==> src/rtl/trace_pkg.sv <==
/*
 * shared widths, address types and packet encodings of the trace priority unit
 * XLEN fixes the address width, so all count widths follow from it
 */
`default_nettype none

package trace_pkg;

    // instruction address width
    localparam int unsigned XLEN = 32;
    // leading-bit count width, enough for 0..XLEN-1
    localparam int unsigned LZC_W = $clog2(XLEN);
    // kept-bit count width, must reach XLEN itself
    localparam int unsigned KEEP_W = LZC_W + 1;

    typedef logic [XLEN-1:0] addr_t;
    typedef logic [KEEP_W-1:0] keep_bits_t;
    typedef logic [LZC_W-1:0] lzc_cnt_t;

    // packet format, F_OPT_EXT doubles as the idle value
    typedef enum logic [1:0] {
        F_OPT_EXT    = 2'h0,
        F_DIFF_DELTA = 2'h1,
        F_ADDR_ONLY  = 2'h2,
        F_SYNC       = 2'h3
    } packet_format_e;

    // sync subformats, context is encoded but never generated here
    typedef enum logic [1:0] {
        SF_START   = 2'h0,
        SF_TRAP    = 2'h1,
        SF_CONTEXT = 2'h2,
        SF_SUPPORT = 2'h3
    } sync_subformat_e;

    // qualification status carried by support packets
    typedef enum logic [1:0] {
        NO_CHANGE  = 2'h0,
        ENDED_REP  = 2'h1,
        TRACE_LOST = 2'h2,
        ENDED_NTR  = 2'h3
    } qual_status_e;

endpackage

`default_nettype wire

==> src/rtl/trace_lzc.sv <==
/*
 * counts zeros above the highest set bit, WIDTH of 2 or more
 * cnt_o is meaningless while empty_o is high
 */
`timescale 1ns/1ps
`default_nettype none

module trace_lzc #(
    parameter int unsigned WIDTH = 32
) (
    input  logic [WIDTH-1:0]         in_i,
    output logic [$clog2(WIDTH)-1:0] cnt_o,
    output logic                     empty_o
);

    localparam int unsigned CNT_W = $clog2(WIDTH);

    // scan upwards, the highest set bit is written last
    always_comb begin
        cnt_o = '0;
        for (int unsigned i = 0; i < WIDTH; i++) begin
            if (in_i[i]) begin
                cnt_o = CNT_W'(WIDTH - 1 - i);
            end
        end
    end

    // no set bit at all
    assign empty_o = ~|in_i;

endmodule

`default_nettype wire

==> src/rtl/trace_addr_compress.sv <==
/*
 * number of low address bits that still sign-extend to the full address
 * purely combinational, valid in every cycle
 */
`timescale 1ns/1ps
`default_nettype none

module trace_addr_compress (
    input  trace_pkg::addr_t      addr_i,
    output trace_pkg::keep_bits_t keep_bits_o
);

    import trace_pkg::*;

    lzc_cnt_t zero_cnt, one_cnt, lead_cnt;
    logic     zero_empty, one_empty;

    // leading zeros of the address
    trace_lzc #(.WIDTH(XLEN)) u_lzc_zeros (
        .in_i   (addr_i),
        .cnt_o  (zero_cnt),
        .empty_o(zero_empty)
    );

    // leading ones, seen as zeros of the inverse
    trace_lzc #(.WIDTH(XLEN)) u_lzc_ones (
        .in_i   (~addr_i),
        .cnt_o  (one_cnt),
        .empty_o(one_empty)
    );

    // only one run is nonzero, the msb decides which
    assign lead_cnt = (zero_cnt > one_cnt) ? zero_cnt : one_cnt;

    // one copy of the sign bit stays so the receiver can re-extend
    assign keep_bits_o = (zero_empty || one_empty) ? keep_bits_t'(1)
                       : keep_bits_t'(XLEN) - keep_bits_t'(lead_cnt) + keep_bits_t'(1);

    // range check over both counters and the corner cases
    always_comb begin
        assert (keep_bits_o >= keep_bits_t'(1) && keep_bits_o <= keep_bits_t'(XLEN))
            else $error("keep_bits out of range");
    end

endmodule

`default_nettype wire

==> src/rtl/trace_packet_select.sv <==
/*
 * combinational packet decision, zero latency, valid_i qualifies each cycle
 * reported and ended state only affects the decision of the following cycle
 */
`timescale 1ns/1ps
`default_nettype none

module trace_packet_select (
    input  logic                        clk_i,
    input  logic                        rst_ni,
    input  logic                        valid_i,
    input  logic                        lc_exception_i,
    input  logic                        lc_updiscon_i,
    input  logic                        lc_final_qualified_i,
    input  logic                        tc_qualified_i,
    input  logic                        tc_exception_i,
    input  logic                        tc_retired_i,
    input  logic                        tc_first_qualified_i,
    input  logic                        tc_privchange_i,
    input  logic                        tc_gt_max_resync_i,
    input  logic                        tc_et_max_resync_i,
    input  logic                        tc_branch_map_empty_i,
    input  logic                        tc_branch_map_full_i,
    input  logic                        tc_enc_enabled_i,
    input  logic                        tc_enc_disabled_i,
    input  logic                        tc_opmode_change_i,
    input  logic                        nc_exception_i,
    input  logic                        nc_privchange_i,
    input  logic                        nc_branch_map_empty_i,
    input  logic                        nc_qualified_i,
    input  logic                        nc_retired_i,
    output logic                        valid_o,
    output trace_pkg::packet_format_e   format_o,
    output trace_pkg::sync_subformat_e  subformat_o,
    output logic                        thaddr_o,
    output logic                        lc_tc_sel_o,
    output logic                        resync_rst_o,
    output trace_pkg::qual_status_e     qual_status_o
);

    import trace_pkg::*;

    // state from the previous decision
    logic lc_ended_ntr_d, lc_ended_ntr_q;
    logic lc_ended_rep_d, lc_ended_rep_q;
    logic tc_reported_d, tc_reported_q;
    logic reported_we;

    // derived terms
    logic tc_exc_only;
    logic tc_er_n;
    logic tc_resync_br;
    logic nc_exc_only;
    logic nc_ppccd_br;
    logic support_req;
    packet_format_e addr_fmt;

    // exception without a retired instruction
    assign tc_exc_only  = tc_exception_i & ~tc_retired_i;
    assign tc_er_n      = tc_exception_i & tc_retired_i;
    // resync one step from timeout, branches pending
    assign tc_resync_br = tc_et_max_resync_i & ~tc_branch_map_empty_i;
    assign nc_exc_only  = nc_exception_i & ~nc_retired_i;
    assign nc_ppccd_br  = nc_privchange_i & ~nc_branch_map_empty_i;
    assign support_req  = tc_enc_enabled_i | tc_enc_disabled_i | tc_opmode_change_i
                        | lc_final_qualified_i;

    // address rule, branches pending need a differential packet
    assign addr_fmt = tc_branch_map_empty_i ? F_ADDR_ONLY : F_DIFF_DELTA;

    always_comb begin
        valid_o        = 1'b0;
        format_o       = F_OPT_EXT;
        subformat_o    = SF_START;
        thaddr_o       = 1'b0;
        lc_tc_sel_o    = 1'b0;
        resync_rst_o   = 1'b0;
        qual_status_o  = NO_CHANGE;
        lc_ended_ntr_d = 1'b0;
        lc_ended_rep_d = 1'b0;

        if (valid_i) begin
            if (support_req) begin
                // support packet wins over everything
                valid_o     = 1'b1;
                format_o    = F_SYNC;
                subformat_o = SF_SUPPORT;
                if (lc_ended_ntr_q) begin
                    qual_status_o = ENDED_NTR;
                end else if (lc_ended_rep_q) begin
                    qual_status_o = ENDED_REP;
                end
            end else if (tc_qualified_i) begin
                if (lc_exception_i) begin
                    // cause taken from last cycle, sel stays 0
                    valid_o      = 1'b1;
                    format_o     = F_SYNC;
                    resync_rst_o = 1'b1;
                    if (tc_exc_only) begin
                        subformat_o = SF_TRAP;
                    end else if (tc_reported_q) begin
                        subformat_o = SF_START;
                    end else begin
                        // trap not yet reported, carry its address
                        subformat_o = SF_TRAP;
                        thaddr_o    = 1'b1;
                    end
                end else if (tc_first_qualified_i || tc_privchange_i || tc_gt_max_resync_i) begin
                    valid_o      = 1'b1;
                    format_o     = F_SYNC;
                    subformat_o  = SF_START;
                    resync_rst_o = 1'b1;
                end else if (lc_updiscon_i) begin
                    valid_o        = 1'b1;
                    lc_ended_ntr_d = 1'b1;
                    if (tc_exc_only) begin
                        // cause from this cycle
                        format_o     = F_SYNC;
                        subformat_o  = SF_TRAP;
                        lc_tc_sel_o  = 1'b1;
                        resync_rst_o = 1'b1;
                    end else begin
                        format_o = addr_fmt;
                    end
                end else if (tc_resync_br || tc_er_n) begin
                    valid_o  = 1'b1;
                    format_o = addr_fmt;
                end else if (nc_exc_only || nc_ppccd_br || !nc_qualified_i) begin
                    valid_o        = 1'b1;
                    format_o       = addr_fmt;
                    // last qualified instruction
                    lc_ended_rep_d = ~nc_qualified_i;
                end else if (tc_branch_map_full_i) begin
                    valid_o  = 1'b1;
                    format_o = F_DIFF_DELTA;
                end
            end
        end
    end

    // reported memory only moves on trap without address or start outside exc-only
    assign reported_we = valid_o && format_o == F_SYNC
                      && ((subformat_o == SF_TRAP && !thaddr_o)
                          || (subformat_o == SF_START && !tc_exc_only));
    assign tc_reported_d = (subformat_o == SF_TRAP);

    always_ff @(posedge clk_i or negedge rst_ni) begin
        if (!rst_ni) begin
            tc_reported_q  <= 1'b0;
            lc_ended_ntr_q <= 1'b0;
            lc_ended_rep_q <= 1'b0;
        end else begin
            if (reported_we) begin
                tc_reported_q <= tc_reported_d;
            end
            // ended flags live for exactly one cycle
            lc_ended_ntr_q <= lc_ended_ntr_d;
            lc_ended_rep_q <= lc_ended_rep_d;
        end
    end

    // downstream emitter relies on valid_i as the only qualifier
    a_valid_qualified: assert property (@(posedge clk_i) disable iff (!rst_ni)
        !valid_i |-> !valid_o)
        else $error("packet flagged without valid_i");

    a_qual_support_only: assert property (@(posedge clk_i) disable iff (!rst_ni)
        qual_status_o != NO_CHANGE |-> (format_o == F_SYNC && subformat_o == SF_SUPPORT))
        else $error("qual_status set outside a support packet");

    a_thaddr_trap_only: assert property (@(posedge clk_i) disable iff (!rst_ni)
        thaddr_o |-> (valid_o && format_o == F_SYNC && subformat_o == SF_TRAP))
        else $error("thaddr set outside a trap packet");

endmodule

`default_nettype wire

==> src/rtl/trace_priority_top.sv <==
/*
 * mandatory packet selection only: no trigger, jump cache, context or lost reporting
 * no back-pressure, a packet shown with valid_o that downstream cannot take is lost
 */
`timescale 1ns/1ps
`default_nettype none

module trace_priority_top (
    input  logic                        clk_i,
    input  logic                        rst_ni,
    input  logic                        valid_i,
    // last cycle flags
    input  logic                        lc_exception_i,
    input  logic                        lc_updiscon_i,
    input  logic                        lc_final_qualified_i,
    // this cycle flags
    input  logic                        tc_qualified_i,
    input  logic                        tc_exception_i,
    input  logic                        tc_retired_i,
    input  logic                        tc_first_qualified_i,
    input  logic                        tc_privchange_i,
    input  logic                        tc_gt_max_resync_i,
    input  logic                        tc_et_max_resync_i,
    input  logic                        tc_branch_map_empty_i,
    input  logic                        tc_branch_map_full_i,
    input  logic                        tc_enc_enabled_i,
    input  logic                        tc_enc_disabled_i,
    input  logic                        tc_opmode_change_i,
    // next cycle flags
    input  logic                        nc_exception_i,
    input  logic                        nc_privchange_i,
    input  logic                        nc_branch_map_empty_i,
    input  logic                        nc_qualified_i,
    input  logic                        nc_retired_i,
    // address to compress
    input  trace_pkg::addr_t            addr_i,
    // packet decision
    output logic                        valid_o,
    output trace_pkg::packet_format_e   format_o,
    output trace_pkg::sync_subformat_e  subformat_o,
    output logic                        thaddr_o,
    output logic                        lc_tc_sel_o,
    output logic                        resync_rst_o,
    output trace_pkg::qual_status_e     qual_status_o,
    output trace_pkg::keep_bits_t       keep_bits_o
);

    // packet choice, holds the reported and ended state
    trace_packet_select u_packet_select (
        .clk_i                (clk_i),
        .rst_ni               (rst_ni),
        .valid_i              (valid_i),
        .lc_exception_i       (lc_exception_i),
        .lc_updiscon_i        (lc_updiscon_i),
        .lc_final_qualified_i (lc_final_qualified_i),
        .tc_qualified_i       (tc_qualified_i),
        .tc_exception_i       (tc_exception_i),
        .tc_retired_i         (tc_retired_i),
        .tc_first_qualified_i (tc_first_qualified_i),
        .tc_privchange_i      (tc_privchange_i),
        .tc_gt_max_resync_i   (tc_gt_max_resync_i),
        .tc_et_max_resync_i   (tc_et_max_resync_i),
        .tc_branch_map_empty_i(tc_branch_map_empty_i),
        .tc_branch_map_full_i (tc_branch_map_full_i),
        .tc_enc_enabled_i     (tc_enc_enabled_i),
        .tc_enc_disabled_i    (tc_enc_disabled_i),
        .tc_opmode_change_i   (tc_opmode_change_i),
        .nc_exception_i       (nc_exception_i),
        .nc_privchange_i      (nc_privchange_i),
        .nc_branch_map_empty_i(nc_branch_map_empty_i),
        .nc_qualified_i       (nc_qualified_i),
        .nc_retired_i         (nc_retired_i),
        .valid_o              (valid_o),
        .format_o             (format_o),
        .subformat_o          (subformat_o),
        .thaddr_o             (thaddr_o),
        .lc_tc_sel_o          (lc_tc_sel_o),
        .resync_rst_o         (resync_rst_o),
        .qual_status_o        (qual_status_o)
    );

    // compression runs every cycle, independent of valid_i
    trace_addr_compress u_addr_compress (
        .addr_i     (addr_i),
        .keep_bits_o(keep_bits_o)
    );

endmodule

`default_nettype wire

==> config.mk <==
export PLATFORM = sky130hd
export DESIGN_NAME = trace_priority_top
export DESIGN_NICKNAME = d
export VERILOG_FILES = /design/src/rtl/trace_pkg.sv /design/src/rtl/trace_lzc.sv /design/src/rtl/trace_addr_compress.sv /design/src/rtl/trace_packet_select.sv /design/src/rtl/trace_priority_top.sv
export SDC_FILE = /design/constraint.sdc
export NUM_CORES = 1
export LEC_CHECK = 0
export BUFFER_PORTS_ARGS = -buffer_cell sky130_fd_sc_hd__buf_2
export CAP_MARGIN = 20
export CELL_PAD_IN_SITES_DETAIL_PLACEMENT = 1
export CELL_PAD_IN_SITES_GLOBAL_PLACEMENT = 2
export CORE_MARGIN = 2
export CORE_UTILIZATION = 21
export DETAILED_ROUTE_END_ITERATION = 8
export GPL_ROUTABILITY_DRIVEN = 1
export PLACE_DENSITY = 0.87
export SYNTH_ARGS = -nofsm -noshare
export SYNTH_HDL_FRONTEND = slang
export SYNTH_SLANG_ARGS = --single-unit
==> constraint.sdc <==
create_clock -name clk_i -period 3.1 [get_ports clk_i]
set_input_delay 0.155 -clock clk_i [delete_from_list [all_inputs] [get_ports clk_i]]
set_output_delay 0.155 -clock clk_i [all_outputs]
set_load 0.01 [all_outputs]
==> results of run 1 <==
worst paths after layout:
kind	cells after the start	to	slack [ns]
max reg2reg	5	u_packet_select.tc_reported_q$_DFFE_PN0P_	2.02
max in group asynchronous	2	u_packet_select.lc_ended_rep_q$_DFF_PN0_	2.73
min in group asynchronous	2	u_packet_select.tc_reported_q$_DFFE_PN0P_	0.26
max	15	keep_bits_o[3]	-0.28
min	3	u_packet_select.lc_ended_ntr_q$_DFF_PN0_	0.24
min reg2reg	2	u_packet_select.tc_reported_q$_DFFE_PN0P_	0.59
layout by cell type (no fill, tap or decap), types with 5 or more instances in the layout:
cell type	Yosys	layout
nand2_1	27	24
a31oi_1	6	6
o21ai_0	16	15
a21oi_1	10	10
nor3_1	14	9
buf_4	0	84
nor4_1	12	11
nor2_1	27	26
nor3_2	0	5
buf_2	1	63
nand3_1	7	6
buf_6	1	6
inv_1	16	14
state kept, by name, indices dropped and copies added (netlist names):
signal and flops:
u_packet_select.tc_reported_q 1, u_packet_select.lc_ended_ntr_q 1, u_packet_select.lc_ended_rep_q 1
power by group through the flow:
stage               Sequential [W]  Combinational, W  Clock (W)
finish                   0.0000405          0.000307   0.000114
global placement         0.0000409          0.000267          0
detailed placement       0.0000409          0.000275          0
global route             0.0000405          0.000336   0.000120
floorplan                0.0000407          0.000116          0
CTS                      0.0000405          0.000291   0.000117
routing by layer:
metal  share of wire  GRT usage
met4           0.014     0.0341
met2            0.51      0.308
met5               0          0
met3           0.038     0.0143
met1            0.44      0.214
critical path, cell delays in order:
cell	delay, ns
buf_6	0.09
or4_4	0.54
a211oi_2	0.24
o21ai_2	0.08
and2_4	0.17
ha_4	0.25
nand3_2	0.06
or4_4	0.43
nand2b_4	0.16
a22oi_2	0.18
mux2i_1	0.25
ha_2	0.22
xor2_1	0.14
and2_4	0.16
buf_6	0.09
area by class of cell:
type,count,area (um2)
fill,869,4010
tap,80,100
timing repair buffer,154,1020
clock buffer,4,45.0
multi-input combinational,199,1410
inverter,16,60.1
sequential,3,75.1
logic make-up (layout without fill, tap and decap cells):
| logic type | Yosys count | in the layout | share of synthesized area |
|---|---|---|---|
| compound gates | 63 | 63 | 0.316 |
| xor+xnor | 2 | 2 | 0.0122 |
| fa+ha+maj | 3 | 3 | 0.0261 |
| buf+inv | 19 | 174 | 0.0557 |
| flops | 3 | 3 | 0.0522 |
| mux | 4 | 4 | 0.0287 |
| simple gates | 127 | 127 | 0.509 |
what timing repair did:
action	in CTS	in global routing
pin swaps	7	12
setup endpoints to repair	4	5
hold endpoints to repair	3	0
hold buffers	1	0
resized for setup	12	22
setup buffers	3	7
through the flow:
step                      hold slack (ns)  area (um2)  power (W)
after floorplan                    -0.141        1450   0.000157
after global placement            -0.0489        2430   0.000308
after detailed placement          -0.0458        2430   0.000316
after CTS                           0.239        2570   0.000449
after global routing                0.263        2710   0.000496
final                               0.238        2710   0.000462
==> reports/qor.yml, run 1 <==
synthesis:
  async_flop_share: 1.00
  yosys_warnings: 0
  synth_common_cells: "nand2_1 (27), nor2_1 (27), inv_1 (16), o21ai_0 (16), nor3_1 (14)"
  synthesis.nets: 279
  ys_types: 64
  synthTopCellsByArea: "nand2_1 (7.0%), nor2_1 (7.0%), o21ai_0 (5.6%)"
  ys_seq_area_frac: 0.0522
  syn_inst: 221
  netlist_area_um2: 1440
  synth_top_cell_by_area: "nand2_1"
  avgSynthCellArea_um2: 6.51
  synth-seq-cells: 3
  ys.flop_type: "dfrtp_1"
  yosysTopAreaCellShare: 0.0705
  synth_edf_count: 0
pwr:
  power_frac_seq: 0.087
  pwr-share-comb: 0.665
  ir_drop_mv: 0.0720
  p_per_area_nw_per_um2: 171
  p_sw_w: 0.000175
  power_leakage_nw: 1.24
  clockPowerShare: 0.247
  swShare: 0.379
  p_int_w: 0.000287
worst_setup_path:
  startpoint_type: "input pin"
  r2r-start: "u_packet_select.tc_reported_q$_DFFE_PN0P_"
  cp.arrival_ns: 3.22
  crit_start: "addr_i[16]"
  cp.required_ns: 2.94
  path_max_fanout: 3
  cp-end-kind: "output port"
  crit_type: "input pin to output port"
flow_run:
  drv_cap: 0
cts:
  cts.clk_slew.worst_paths_ns: 0.03
  cts_buffer_depth: 2
  root_buffer: "clkbuf_8"
  cts_max_level: 1
  cts_tree: "yes"
  clock_sinks: 3
  clock_latency_ns: 0.22
  cts_buffers: 3
place:
  gp_congestion: 0.820
  io_buffers: 70
  placed_cells: 442
  dp_hpwl_um: 5390
  dp_slack_ns: -0.372
layout:
  final_nets: 435
  final_core_util: 0.403
  syn_to_final_growth_pct: 88.5
  antennaDiodeCount: 0
  final_layout_size_suffix_gt1_frac: 0.537
  fin_cells: 456
global_routing:
  gr-total-overflow: 0
  antenna_found_initial: 0
  grt_usage: 0.168
  grt_max_degree: 9
  grt_pass1_wl_um: 10500
  first_global_vias: 2315
timing:
  relSlewSlack: 0.701
  finalSetupViolations: 4
  setup_tns_ns: -0.946
  finalMaxSlewViolations: 0
  fmax_mhz: 296
  fin_crit_ns: 3.38
  setup_ws_ns: -0.280
  min_period_over_period: 1.09
  hold_viol: 0
  rsz0062_at_grt: "yes"
  worst_slew_pin_slew_ns: 0.444
  fin_worst_skew_ns: 0
floorplan:
  die_w_um: 86.7
  core_area_um2: 6720
  die_h_um: 86.7
  die-area_um2: 7520
  io-pin-count: 71
  initial_core_util: 0.214
  rows: 30
detailed_routing:
  first_pass_iters: 4
  via_per_inst: 5.06
  dr_total_vias: 2308
  drc: 0
  wl_per_cell_um: 14.5
  first_iter_violations: 50
  ant_nets: 0
  wl_um: 6620
hold_path:
  hold_start: "lc_updiscon_i"
  hp-class: "input pin to flop"
outcome:
  status: "finished with violations"
  violations: "negative setup slack"
Power figures use the tool's default switching activity.
==> run 2, diff against run 1 <==
- ABC_AREA: default -> 1
- CORE_UTILIZATION: 21 -> 19
- PLACE_DENSITY: 0.87 -> 0.88
==> reports/qor.yml, run 2 <==
outcome:
  status: "completed"  # was finished with violations
floorplan:
  die_h_um: 93.7  # was 86.7 um
  io-pin-count: 71  # unchanged
  core_area_um2: 7770  # was 6720 um2
  die-area_um2: 8790  # was 7520 um2
  rows: 32  # was 30
  die_w_um: 93.7  # was 86.7 um
  initial_core_util: 0.197  # was 0.214
synthesis:
  yosysTopAreaCellShare: 0.299  # was 0.0705
  synthesis.nets: 385  # was 279
  synth-seq-cells: 3  # unchanged
  yosys_warnings: 0  # unchanged
  ys.flop_type: "dfrtp_1"  # unchanged
  synthTopCellsByArea: "nand2_1 (30%), inv_1 (15%), nand3_1 (11%)"  # was nand2_1 (7.0%), nor2_1 (7.0%), o21ai_0 (5.6%)
  yosysMostFrequentCell: "nand2_1"
  netlist_area_um2: 1530  # was 1440 um2
  async_flop_share: 1.00  # unchanged
  ys_seq_area_frac: 0.0491  # was 0.0522
  synth_edf_count: 0  # unchanged
  synth_common_cells: "nand2_1 (122), inv_1 (62), nor2_1 (38)"  # was nand2_1 (27), nor2_1 (27), inv_1 (16), o21ai_0 (16), nor3_1 (14)
  syn_inst: 327  # was 221
  synth_top_cell_by_area: "nand2_1"  # unchanged
  avgSynthCellArea_um2: 4.68  # was 6.51 um2
  ys_types: 25  # was 64
worst_setup_path:
  crit_start: "addr_i[5]"  # was addr_i[16]
  endpoint: "keep_bits_o[5]"  # was keep_bits_o[3]
  cp.required_ns: 2.94  # about the same
  cp-end-kind: "output port"  # unchanged
  rr_endpoint: "u_packet_select.tc_reported_q$_DFFE_PN0P_"  # unchanged
  startpoint_type: "input pin"  # unchanged
  crit_type: "input pin to output port"  # unchanged
  r2r-start: "u_packet_select.tc_reported_q$_DFFE_PN0P_"  # unchanged
  path_max_fanout: 6  # was 3
  cp.arrival_ns: 2.80  # was 3.22 ns
  r2r_slack_ns: 1.85  # was 2.02 ns
  reg2regPathDepth: 9  # was 5
detailed_routing:
  first_iter_violations: 38  # was 50
  dr_total_vias: 2204  # was 2308
  ant_nets: 0  # unchanged
  via_per_inst: 4.31  # was 5.06
  first_pass_iters: 4  # unchanged
  drc: 0  # unchanged
  wl_per_cell_um: 10.4  # was 14.5 um
  wl_um: 5320  # was 6620 um
pwr:
  power_leakage_nw: 1.25  # was 1.24 nW
  pwr-share-comb: 0.670  # was 0.665
  p_per_area_nw_per_um2: 209  # was 171 nW/um2
  clockPowerShare: 0.243  # was 0.247
  power_frac_seq: 0.088  # was 0.087
  ir_drop_mv: 0.0746  # was 0.0720 mV
  power.total_w: 0.000460  # was 0.000462 W
  p_int_w: 0.000259  # was 0.000287 W
  p_sw_w: 0.000201  # was 0.000175 W
  swShare: 0.437  # was 0.379
layout:
  regArea_um2: 75.1  # unchanged
  fill_cells: 1109  # was 869
  final_cell_mix: "nand2_1 (119), buf_2 (67), inv_1 (59)"  # was buf_4 (84), buf_2 (63), nor2_1 (26)
  final_layout_size_suffix_gt1_frac: 0.254  # was 0.537
  syn_to_final_growth_pct: 43.5  # was 88.5%
  final_common_cell: "nand2_1"  # was buf_4
  multiInputGateArea_um2: 1270  # was 1410 um2
  fin_area_um2: 2200  # was 2710 um2
  antennaDiodeCount: 0  # unchanged
  reg_top3: "u_packet_select.lc_ended_ntr_q: 1 flops, u_packet_select.lc_ended_rep_q: 1 flops, u_packet_select.tc_reported_q: 1 flops"  # unchanged
  final_nets: 468  # was 435
timing:
  hold_viol: 0  # unchanged
  relSlewSlack: 0.682  # was 0.701
  worst_slew_pin_slew_ns: 0.473  # was 0.444 ns
  min_period_over_period: 0.955  # was 1.09
  hold_ws_ns: 0.216  # was 0.238 ns
  rsz0062_at_grt: "yes"  # unchanged
  fmax_mhz: 338  # was 296 MHz
  fin_crit_ns: 2.96  # was 3.38 ns
  finalMaxSlewViolations: 0  # unchanged
  fin_worst_skew_ns: 0  # unchanged
  finalSetupViolations: 0  # was 4
place:
  gp_congestion: 0.774  # was 0.820
  placed_cell_area_um2: 2020  # was 2430 um2
  dp_hpwl_um: 4760  # was 5390 um
  io_buffers: 70  # unchanged
cts:
  cts_max_level: 1  # unchanged
  cts_buffer_depth: 2  # unchanged
  clock_sinks: 3  # unchanged
  cts_buffers: 3  # unchanged
  cts.clk_slew.worst_paths_ns: 0.03  # about the same
  root_buffer: "clkbuf_8"  # unchanged
  cts_tree: "yes"  # unchanged
  clock_latency_ns: 0.21  # was 0.22 ns
global_routing:
  antenna_found_initial: 0  # unchanged
  gr-total-overflow: 0  # unchanged
  grt_pass1_wl_um: 9070  # was 10500 um
  grt_max_degree: 7  # was 9
  first_global_vias: 2200  # was 2315
  grt_usage: 0.119  # was 0.168
hold_path:
  hp-class: "input pin to flop"  # unchanged
flow_run:
  drv_cap: 0  # unchanged
[run 2: worst min path at each step]
stage	cells past startpoint	from	slack (ns)	to
finish	4	nc_qualified_i	0.22	u_packet_select.lc_ended_rep_q$_DFF_PN0_
global route	4	nc_qualified_i	0.23	u_packet_select.lc_ended_rep_q$_DFF_PN0_
global placement	1	rst_ni	-0.05	u_packet_select.tc_reported_q$_DFFE_PN0P_
CTS	4	nc_qualified_i	0.21	u_packet_select.lc_ended_rep_q$_DFF_PN0_
detailed placement	1	rst_ni	-0.05	u_packet_select.tc_reported_q$_DFFE_PN0P_
floorplan	0	rst_ni	-0.14	u_packet_select.lc_ended_ntr_q$_DFF_PN0_
[run 2: repair_timing]
action                     4_1_cts  5_1_grt
hold endpoints to repair         3        0
buffers inserted                 0        6
gates resized for setup          0       22
setup endpoints to repair        0        4
hold buffers                     1        0
[run 2: per-stage QoR]
stage	TNS (ns)	worst slack (ns)	util	cells
2_1_floorplan	0	0.514	-	327
3_3_place_gp	0	0.0815	0.260	500
3_5_place_dp	0	0.0255	0.260	500
4_1_cts	0	0.0316	0.267	505
5_1_grt	-1.10	-0.282	0.283	511
6_report	0	0.140	0.283	511
[run 2: power by group through the flow]
stage	combinational (W)	clock (W)	sequential (W)
after floorplan	0.000155	0	0.0000407
after global placement	0.000255	0	0.0000408
after detailed placement	0.000263	0	0.0000408
after CTS	0.000265	0.000114	0.0000404
after global routing	0.000352	0.000119	0.0000404
final	0.000308	0.000112	0.0000404
[run 2: critical path, stage by stage]
cell and delay (ns):
buf_2 0.11, inv_1 0.07, nor4_1 0.37, nand2_1 0.16, nor3_1 0.21, inv_1 0.06, nand2_1 0.06, ha_1 0.25
nand3_1 0.13, inv_1 0.06, a221oi_2 0.21, buf_4 0.17, nand2_4 0.08, nand2_4 0.12, nand2_4 0.06, nand2_4 0.08
ha_4 0.15, nand3_2 0.07, nor2_1 0.09, buf_2 0.13
[run 2: cell type report]
cell class	instances	area share
clock buffer	4	0.0205
timing repair buffer	78	0.198
multi-input combinational	261	0.580
sequential	3	0.0342
inverter	63	0.109
tap	102	0.0581
[run 2: per-layer routing]
layer,GRT usage,share of wire,vias up,wire [um]
li1,-,-,1191,-
met1,0.162,0.49,975,2610
met2,0.213,0.48,38,2530
met3,0.00642,0.033,0,177
met4,0.0157,0,0,0
met5,0,0,-,0
[run 2: cell families after synthesis]
family          after synthesis  share of synthesized area
buf+inv                      63                      0.155
fa+ha+maj                     3                     0.0245
compound gates               25                      0.104
simple gates                233                      0.668
flops                         3                     0.0491
